**src/decoder_defines.svh**
```systemverilog
`ifndef DECODER_DEFINES_SVH
`define DECODER_DEFINES_SVH

// grid dimensions
`define GRID_WIDTH_X 4
`define GRID_WIDTH_Z 1
`define GRID_WIDTH_U 3

`define PU_COUNT_PER_ROUND (`GRID_WIDTH_X * `GRID_WIDTH_Z)
`define PU_COUNT (`PU_COUNT_PER_ROUND * `GRID_WIDTH_U)

`define MEASUREMENT_WIDTH 8   // per round, whole bytes
`define CORRECTION_WIDTH 11   // ns + ew + ud edges per round
`define CORRECTION_BYTES 2

`define MAXIMUM_DELAY 3       // merge settle cycles
`define ITERATION_WIDTH 8
`define OUTPUT_FIFO_DEPTH 128
`define CTRL_WIDTH 64
`define HEADER_BYTES 3

`endif

```
**src/decoder_pkg.sv**
```systemverilog
`include "decoder_defines.svh"

package decoder_pkg;

    typedef enum logic [3:0] {
        STAGE_IDLE                  = 4'd0,
        STAGE_GROW                  = 4'd2,
        STAGE_MERGE                 = 4'd3,
        STAGE_PEELING               = 4'd4,
        STAGE_RESULT_VALID          = 4'd5,
        STAGE_PARAMETERS_LOADING    = 4'd6,
        STAGE_MEASUREMENT_PREPARING = 4'd7,
        STAGE_MEASUREMENT_LOADING   = 4'd8
    } decoder_stage_t;

    // control message headers
    localparam logic [7:0] START_DECODING_MSG      = 8'h01;
    localparam logic [7:0] MEASUREMENT_DATA_HEADER = 8'h02;
    localparam logic [7:0] MOVE_TO_STAGE           = 8'h03;

    typedef struct packed {
        logic [15:0] unused_hi;
        logic [7:0]  header;
        logic [37:0] unused_lo;
        logic [1:0]  flags;       // bit 0 selects the first measurement block
    } ctrl_cmd_t;

    typedef struct packed {
        logic [15:0]                 unused_hi;
        logic [`ITERATION_WIDTH-1:0] iteration;
        logic [15:0]                 cycle_count;
        logic [23:0]                 zero;
    } ctrl_report_t;

    // one word, decoded as an incoming command or an outgoing report
    typedef union packed {
        ctrl_cmd_t    cmd;
        ctrl_report_t report;
    } ctrl_msg_u;

endpackage

```
**src/decode_progress_if.sv**
```systemverilog
`timescale 1ns/10ps
`include "decoder_defines.svh"

interface decode_progress_if import decoder_pkg::*; ();

    decoder_stage_t              stage;
    logic                        decode_start;    // header accepted, first block
    logic [`ITERATION_WIDTH-1:0] iteration_count;
    logic [15:0]                 cycle_count;

    modport sequencer (output stage, output decode_start);

    modport statistics (
        input  stage,
        input  decode_start,
        output iteration_count,
        output cycle_count
    );

    modport streamer (input stage, input iteration_count, input cycle_count);

endinterface

```
**src/correction_fifo.sv**
```systemverilog
`timescale 1ns/10ps
`include "decoder_defines.svh"

module correction_fifo #(
    parameter int WIDTH = `CORRECTION_WIDTH,
    parameter int DEPTH = `OUTPUT_FIFO_DEPTH
) (
    input  logic             clk,
    input  logic             reset,
    input  logic [WIDTH-1:0] in_data,
    input  logic             in_valid,
    output logic             in_ready,
    output logic [WIDTH-1:0] out_data,
    output logic             out_valid,
    input  logic             out_ready
);

    localparam int ADDR_WIDTH = $clog2(DEPTH);

    logic [WIDTH-1:0]    mem [0:DEPTH-1];
    logic [ADDR_WIDTH:0] wr_ptr;   // extra bit tells full from empty
    logic [ADDR_WIDTH:0] rd_ptr;

    assign out_valid = (wr_ptr != rd_ptr);
    assign in_ready  = !((wr_ptr[ADDR_WIDTH] != rd_ptr[ADDR_WIDTH])
                         && (wr_ptr[ADDR_WIDTH-1:0] == rd_ptr[ADDR_WIDTH-1:0]));
    assign out_data  = mem[rd_ptr[ADDR_WIDTH-1:0]];

    always_ff @(posedge clk) begin
        if (in_valid && in_ready) begin
            mem[wr_ptr[ADDR_WIDTH-1:0]] <= in_data;
        end
    end

    always_ff @(posedge clk) begin
        if (reset) begin
            wr_ptr <= '0;
            rd_ptr <= '0;
        end else begin
            if (in_valid && in_ready) begin
                wr_ptr <= wr_ptr + 1'b1;
            end
            if (out_valid && out_ready) begin
                rd_ptr <= rd_ptr + 1'b1;
            end
        end
    end

endmodule

```
**src/decode_statistics.sv**
```systemverilog
`timescale 1ns/10ps
`include "decoder_defines.svh"

module decode_statistics import decoder_pkg::*; (
    input  logic                  clk,
    input  logic                  reset,
    decode_progress_if.statistics progress,
    output ctrl_msg_u             ctrl_tx_data,
    output logic                  ctrl_tx_valid
);

    decoder_stage_t              stage_previous;
    logic [`ITERATION_WIDTH-1:0] iteration_count;
    logic [15:0]                 cycle_count;
    logic                        result_sent;
    logic                        counting;

    assign counting = progress.stage inside {STAGE_GROW, STAGE_MERGE, STAGE_PEELING};

    assign progress.iteration_count = iteration_count;
    assign progress.cycle_count     = cycle_count;

    always_ff @(posedge clk) begin
        if (reset) begin
            stage_previous  <= STAGE_IDLE;
            iteration_count <= '0;
            cycle_count     <= '0;
            result_sent     <= 1'b0;
        end else begin
            stage_previous <= progress.stage;

            if (progress.stage == STAGE_MEASUREMENT_LOADING) begin
                iteration_count <= '0;
            end else if (progress.stage == STAGE_GROW && stage_previous != STAGE_GROW) begin
                iteration_count <= iteration_count + 1'b1;
            end

            // starts at 1 so the report shows the current cycle
            if (progress.decode_start) begin
                cycle_count <= 16'd1;
            end else if (counting) begin
                cycle_count <= cycle_count + 16'd1;
            end

            if (progress.stage == STAGE_RESULT_VALID) begin
                result_sent <= 1'b1;
            end else if (progress.stage == STAGE_IDLE) begin
                result_sent <= 1'b0;
            end
        end
    end

    assign ctrl_tx_valid = (progress.stage == STAGE_RESULT_VALID) && !result_sent;

    always_comb begin
        ctrl_tx_data                    = '0;
        ctrl_tx_data.report.iteration   = iteration_count;
        ctrl_tx_data.report.cycle_count = cycle_count;
    end

endmodule

```
**src/decoder_controller.sv**
```systemverilog
`timescale 1ns/10ps
`include "decoder_defines.svh"

module decoder_controller import decoder_pkg::*; (
    input  logic                          clk,
    input  logic                          reset,

    input  logic [7:0]                    input_data,
    input  logic                          input_valid,
    output logic                          input_ready,

    output logic [7:0]                    output_data,
    output logic                          output_valid,
    input  logic                          output_ready,

    input  logic [`CTRL_WIDTH-1:0]        ctrl_rx_data,
    input  logic                          ctrl_rx_valid,
    output logic                          ctrl_rx_ready,

    output logic [`CTRL_WIDTH-1:0]        ctrl_tx_data,
    output logic                          ctrl_tx_valid,

    input  logic [`PU_COUNT-1:0]          busy_pe,
    input  logic [`PU_COUNT-1:0]          odd_clusters_pe,
    output logic [`MEASUREMENT_WIDTH-1:0] measurements,
    input  logic [`CORRECTION_WIDTH-1:0]  correction,
    output decoder_stage_t                global_stage,
    output logic                          reset_all_edges
);

    decode_progress_if progress ();

    assign global_stage = progress.stage;

    stage_sequencer u_sequencer (
        .clk             (clk),
        .reset           (reset),
        .ctrl_rx_data    (ctrl_rx_data),
        .ctrl_rx_valid   (ctrl_rx_valid),
        .ctrl_rx_ready   (ctrl_rx_ready),
        .input_data      (input_data),
        .input_valid     (input_valid),
        .input_ready     (input_ready),
        .busy_pe         (busy_pe),
        .odd_clusters_pe (odd_clusters_pe),
        .measurements    (measurements),
        .reset_all_edges (reset_all_edges),
        .progress        (progress.sequencer)
    );

    decode_statistics u_statistics (
        .clk           (clk),
        .reset         (reset),
        .progress      (progress.statistics),
        .ctrl_tx_data  (ctrl_tx_data),
        .ctrl_tx_valid (ctrl_tx_valid)
    );

    result_streamer u_streamer (
        .clk          (clk),
        .reset        (reset),
        .progress     (progress.streamer),
        .correction   (correction),
        .output_data  (output_data),
        .output_valid (output_valid),
        .output_ready (output_ready)
    );

endmodule

```
**src/result_streamer.sv**
```systemverilog
`timescale 1ns/10ps
`include "decoder_defines.svh"

module result_streamer import decoder_pkg::*; (
    input  logic                         clk,
    input  logic                         reset,
    decode_progress_if.streamer          progress,
    input  logic [`CORRECTION_WIDTH-1:0] correction,
    output logic [7:0]                   output_data,
    output logic                         output_valid,
    input  logic                         output_ready
);

    localparam int WORD_BITS    = `CORRECTION_BYTES * 8;
    localparam int PAD          = WORD_BITS - `CORRECTION_WIDTH;
    localparam int STREAM_BYTES = `HEADER_BYTES + `GRID_WIDTH_U * `CORRECTION_BYTES;
    localparam int COUNT_WIDTH  = $clog2(STREAM_BYTES);
    localparam int SEL_WIDTH    = (`CORRECTION_BYTES > 1) ? $clog2(`CORRECTION_BYTES) : 1;
    localparam logic [COUNT_WIDTH-1:0] LAST_COUNT = COUNT_WIDTH'(STREAM_BYTES - 1);
    localparam logic [SEL_WIDTH-1:0]   LAST_SEL   = SEL_WIDTH'(`CORRECTION_BYTES - 1);

    logic                         capture;
    logic [`CORRECTION_WIDTH-1:0] fifo_out_data;
    logic                         fifo_out_valid;
    logic                         fifo_out_ready;
    logic [WORD_BITS-1:0]         word_buf;
    logic                         word_valid;
    logic [SEL_WIDTH-1:0]         byte_sel;
    logic [COUNT_WIDTH-1:0]       byte_count;
    logic                         header_phase;
    logic                         byte_taken;

    correction_fifo #(
        .WIDTH (`CORRECTION_WIDTH),
        .DEPTH (`OUTPUT_FIFO_DEPTH)
    ) u_fifo (
        .clk       (clk),
        .reset     (reset),
        .in_data   (correction),
        .in_valid  (capture),
        .in_ready  (),
        .out_data  (fifo_out_data),
        .out_valid (fifo_out_valid),
        .out_ready (fifo_out_ready)
    );

    assign fifo_out_ready = !word_valid;   // refill once the last byte is gone
    assign header_phase   = (byte_count < COUNT_WIDTH'(`HEADER_BYTES));
    assign output_valid   = word_valid;    // header waits for the first word too
    assign byte_taken     = output_valid && output_ready;

    always_comb begin
        case (byte_count)
            0:       output_data = progress.iteration_count;
            1:       output_data = progress.cycle_count[15:8];
            2:       output_data = progress.cycle_count[7:0];
            default: output_data = word_buf[byte_sel*8 +: 8];
        endcase
    end

    always_ff @(posedge clk) begin
        if (fifo_out_valid && fifo_out_ready) begin
            word_buf <= {{PAD{1'b0}}, fifo_out_data};
        end
    end

    always_ff @(posedge clk) begin
        if (reset) begin
            capture    <= 1'b0;
            word_valid <= 1'b0;
            byte_sel   <= '0;
            byte_count <= '0;
        end else begin
            capture <= (progress.stage == STAGE_RESULT_VALID);   // correction lags a cycle

            if (fifo_out_valid && fifo_out_ready) begin
                word_valid <= 1'b1;
                byte_sel   <= '0;
            end else if (byte_taken && !header_phase) begin
                byte_sel <= byte_sel + 1'b1;
                if (byte_sel == LAST_SEL) begin
                    word_valid <= 1'b0;
                end
            end

            if (byte_taken) begin
                byte_count <= (byte_count == LAST_COUNT) ? '0 : byte_count + 1'b1;
            end
        end
    end

endmodule

```
**src/stage_sequencer.sv**
```systemverilog
`timescale 1ns/10ps
`include "decoder_defines.svh"

module stage_sequencer import decoder_pkg::*; (
    input  logic                          clk,
    input  logic                          reset,
    input  ctrl_msg_u                     ctrl_rx_data,
    input  logic                          ctrl_rx_valid,
    output logic                          ctrl_rx_ready,
    input  logic [7:0]                    input_data,
    input  logic                          input_valid,
    output logic                          input_ready,
    input  logic [`PU_COUNT-1:0]          busy_pe,
    input  logic [`PU_COUNT-1:0]          odd_clusters_pe,
    output logic [`MEASUREMENT_WIDTH-1:0] measurements,
    output logic                          reset_all_edges,
    decode_progress_if.sequencer          progress
);

    localparam int ROUND_WIDTH = $clog2(`GRID_WIDTH_U + 1);
    localparam int DELAY_WIDTH = $clog2(`MAXIMUM_DELAY + 1);
    localparam logic [ROUND_WIDTH-1:0] ROUNDS = ROUND_WIDTH'(`GRID_WIDTH_U);
    localparam logic [DELAY_WIDTH-1:0] SETTLE = DELAY_WIDTH'(`MAXIMUM_DELAY);

    decoder_stage_t                stage;
    logic                          busy;
    logic                          odd_clusters;
    logic [ROUND_WIDTH-1:0]        round_count;   // measurement rounds, then result rounds
    logic [DELAY_WIDTH-1:0]        delay_count;
    logic                          ctrl_accept;
    logic                          byte_accept;
    logic [`MEASUREMENT_WIDTH+7:0] shifted;

    // pe flags lag one cycle
    always_ff @(posedge clk) begin
        busy         <= |busy_pe;
        odd_clusters <= |odd_clusters_pe;
    end

    assign ctrl_rx_ready   = (stage == STAGE_IDLE);
    assign input_ready     = (stage == STAGE_MEASUREMENT_PREPARING);
    assign ctrl_accept     = ctrl_rx_valid && ctrl_rx_ready;
    assign byte_accept     = input_valid && input_ready;
    assign reset_all_edges = (stage == STAGE_MEASUREMENT_LOADING);

    assign progress.stage        = stage;
    assign progress.decode_start = ctrl_accept && !ctrl_rx_data.cmd.flags[0]
                                   && (ctrl_rx_data.cmd.header == MEASUREMENT_DATA_HEADER);

    // new byte enters at the top
    assign shifted = {input_data, measurements} >> 8;

    always_ff @(posedge clk) begin
        if (byte_accept) begin
            measurements <= shifted[`MEASUREMENT_WIDTH-1:0];
        end
    end

    always_ff @(posedge clk) begin
        if (reset) begin
            stage       <= STAGE_IDLE;
            round_count <= '0;
            delay_count <= '0;
        end else begin
            case (stage)
                STAGE_IDLE: begin
                    round_count <= '0;
                    if (ctrl_accept) begin
                        case (ctrl_rx_data.cmd.header)
                            START_DECODING_MSG:      stage <= STAGE_PARAMETERS_LOADING;
                            MEASUREMENT_DATA_HEADER: stage <= STAGE_MEASUREMENT_PREPARING;
                            MOVE_TO_STAGE:           stage <= STAGE_GROW;
                            default:                 stage <= STAGE_IDLE;
                        endcase
                    end
                end
                STAGE_PARAMETERS_LOADING: stage <= STAGE_IDLE;
                STAGE_MEASUREMENT_PREPARING: begin
                    if (byte_accept) begin   // one byte per round
                        round_count <= round_count + 1'b1;
                        stage       <= STAGE_MEASUREMENT_LOADING;
                    end
                end
                STAGE_MEASUREMENT_LOADING: begin
                    if (round_count < ROUNDS) begin
                        stage <= STAGE_MEASUREMENT_PREPARING;
                    end else begin
                        round_count <= '0;
                        stage       <= STAGE_GROW;
                    end
                end
                STAGE_GROW: begin
                    delay_count <= '0;
                    stage       <= STAGE_MERGE;
                end
                STAGE_MERGE: begin
                    if (delay_count < SETTLE) begin
                        delay_count <= delay_count + 1'b1;
                    end else if (!busy) begin
                        stage <= odd_clusters ? STAGE_GROW : STAGE_PEELING;
                    end
                end
                STAGE_PEELING: stage <= STAGE_RESULT_VALID;
                STAGE_RESULT_VALID: begin   // one cycle per round of corrections
                    if (round_count == ROUNDS - 1'b1) begin
                        round_count <= '0;
                        stage       <= STAGE_IDLE;
                    end else begin
                        round_count <= round_count + 1'b1;
                    end
                end
                default: stage <= STAGE_IDLE;
            endcase
        end
    end

endmodule

```
**config.mk**
```make
export PLATFORM = sky130hd
export DESIGN_NAME = decoder_controller
export DESIGN_NICKNAME = d
export VERILOG_FILES = /design/src/decoder_pkg.sv /design/src/decode_progress_if.sv /design/src/correction_fifo.sv /design/src/decode_statistics.sv /design/src/decoder_controller.sv /design/src/result_streamer.sv /design/src/stage_sequencer.sv
export VERILOG_INCLUDE_DIRS = /design/src
export SDC_FILE = /design/constraint.sdc
export NUM_CORES = 2
export LEC_CHECK = 0
export BUFFER_PORTS_ARGS = -buffer_cell sky130_fd_sc_hd__buf_2
export CORE_MARGIN = 2
export CORE_UTILIZATION = 50
export CTS_CLUSTER_SIZE = 14
export DETAILED_ROUTE_END_ITERATION = 7
export PLACE_DENSITY_LB_ADDON = 0.2
export RECOVER_POWER = 100
export SETUP_SLACK_MARGIN = 0.4
export SYNTH_ARGS = -nofsm -noshare
export SYNTH_HDL_FRONTEND = slang
export SYNTH_HIERARCHICAL = 1
export SYNTH_SLANG_ARGS = --single-unit
export TNS_END_PERCENT = 10
```
**constraint.sdc**
```tcl
create_clock -name clk -period 2.85 [get_ports clk]
set_clock_uncertainty 0.15 [all_clocks]
set_input_delay 0.1425 -clock clk [delete_from_list [all_inputs] [get_ports clk]]
set_output_delay 0.1425 -clock clk [all_outputs]
set_load 0.02 [all_outputs]
```
==> impl_metrics.yaml <==
clock_network:
  cts_tree: "built"
  cts.sinks: 1496
  clk_latency_ns: 0.75
  cts-root-buf: "clkbuf_16"
  h-tree-depth: 4
  numCtsBuffers: 151
  cts_buffer_depth: 3
  clk_pin_slew_ns: 0.06
status:
  status: "finished with violations"
  violations: "capacitance limit, slew limit, setup timing"
setup_path:
  cp_data_required_time_ns: 3.19
  cp_slowest_stage_delay_ns: 0.60
  worstPathArrival_ns: 3.61
  crit_family: "multiplexers"
  crit_buf_inv: 3
  critPathKind: "flop to flop"
  path_max_fanout: 6
  cp_slowest_cell: "mux4_2"
  critPathLaunchType: "flop"
  endpoint_kind: "flop"
  crit_chain: "buf_12 -> buf_12 -> buf_12 -> mux4_2 -> mux4_2 -> mux4_2 -> mux2_4"
min_path:
  hp-class: "input pin to flop"
layout:
  final_cells: 4777
  drive_gt1_frac: 0.3498
  syn_to_final_growth_pct: 17.76
  mostFrequentLayoutCells: "1427 x edfxtp_1, 462 x mux4_2, 159 x clkbuf_16"
  final_nets: 3256
  stdcell_area_um2: 69280
  final_common_cell: "edfxtp_1"
  fill_cells: 8150
  diodes: 0
grt:
  grt_pass1_wl_mm: 207.0
  grtUsageTotal: 0.2377
  grt_pass1_vias: 29780
  grt_start_max_net_pins: 84
  grt_remaining_overflow: 0
  antenna_found_initial: 2
routing:
  dr.pass1.iters: 7
  num_vias: 29580
  drc: 0
  drt-total-wl_mm: 143.5
  drtIter0Drc: 3502
  final_antenna_net_count: 0
  via_per_inst: 6.192
  wl_per_cell_um: 30.04
sta:
  setup_viol: 258
  fin_ws_ns: -0.4187
  tightestPinTransition_ns: 2.300
  layout_min_cycle_time_ns: 3.269
  rsz0062_at_grt: "yes"
  drv_slew: 296
  finalHoldViolations: 0
  maxSlewHeadroom: -0.5334
  post-route-period-util: 1.147
  fmaxAchievable_mhz: 305.9
die:
  die-area_um2: 120400
  die_w_um: 347.0
  start_util: 0.5050
  core_area_um2: 116500
  pin_count: 201
  row_count: 125
  die_y_um: 347.0
placed_design:
  hpwl_mm: 90.11
  pre_cts_ws_ns: -0.5545
  dp.cells: 4396
  place.gp.congestion: 0.8258
  io_buffers: 105
  dpl_cell_area_um2: 63320
logic_synthesis:
  netlist_area_um2: 58840
  ys.warnings.count: 6
  syn_avg_cell_area_um2: 22.02
  netlist_instances: 2672
power_and_ir_drop:
  leakagePower_nw: 21.34
  peakVddDrop_mv: 0.5158
  powerDensity_nw_per_um2: 663.5
job:
  drv_cap: 6
[stage by stage]
step                      hold WS (ns)  TNS, ns  power (mW)    util
after floorplan                0.06157        0       26.33       -
after global placement          0.1719   -37.49       27.24  0.5434
after detailed placement        0.1722   -40.36       27.29  0.5434
after CTS                      0.05972   -6.389       46.27  0.5980
after global routing            0.1698   -89.54       47.30  0.5946
final                           0.1615   -24.44       45.97  0.5946
[sequential cells by signal, indices dropped and copies added (netlist names), 2 cells and up, named ones only]
register	flops
u_streamer/byte_count	4
u_sequencer/round_count	2
u_streamer/u_fifo/wr_ptr	8
u_statistics/progress.cycle_count	16
u_sequencer/progress.stage	4
u_sequencer/measurements	8
u_statistics/progress.iteration_count	8
u_statistics/stage_previous	4
u_sequencer/delay_count	2
u_streamer/u_fifo/mem	1408
u_streamer/word_buf	11
u_streamer/u_fifo/rd_ptr	8
[what timing repair did]
action | in CTS | in global routing
setup buffers | 17 | 25
hold buffers | 58 | 2
resized for setup | 205 | 157
setup endpoints to repair | 1293 | 1165
hold endpoints to repair | 776 | 2
pin swaps | 68 | 80
gates cloned | 0 | 4
[per-layer routing]
layer | wire (um) | global-route usage | part of all wire
met5 | 13 | 0 | 0.000091
met4 | 3109 | 0.05679 | 0.022
met3 | 10550 | 0.03713 | 0.074
met2 | 70100 | 0.3838 | 0.49
met1 | 59700 | 0.3454 | 0.42
[worst reg2reg max path, delay by kind of cell (launching register included)]
family	cells	cell delay, ns
buf+inv	3	0.45
flops	1	0.39
mux	4	2.02
[area by class of cell]
cell class,count,area (um2),area share
Clock buffer,183,4005,0.05781
Clock inverter,92,714.4,0.01031
Inverter,14,55.05,0.0007946
Multi-Input combinational cell,993,14090,0.2034
Sequential cell,1496,44260,0.6388
Tap cell,1524,1907,0.02752
Timing Repair Buffer,475,4253,0.06138
[worst paths after layout]
path	from	endpoint	slack, ns	depth (start not counted)
worst min register to register	u_statistics/result_sent	u_statistics/result_sent	0.34	2
worst max-delay path	flop	u_streamer/word_buf[1]	-0.42	7
worst min-delay path	output_ready	u_streamer/byte_count[1]	0.16	4
worst max register to register	flop	u_streamer/word_buf[1]	-0.42	7
[report_power, final]
group | internal, mW | switching [mW]
Sequential | 24.1 | 0.0370
Combinational | 1.44 | 1.47
Clock | 10.8 | 8.11
Note: power is estimated with default switching activity, not from simulation.
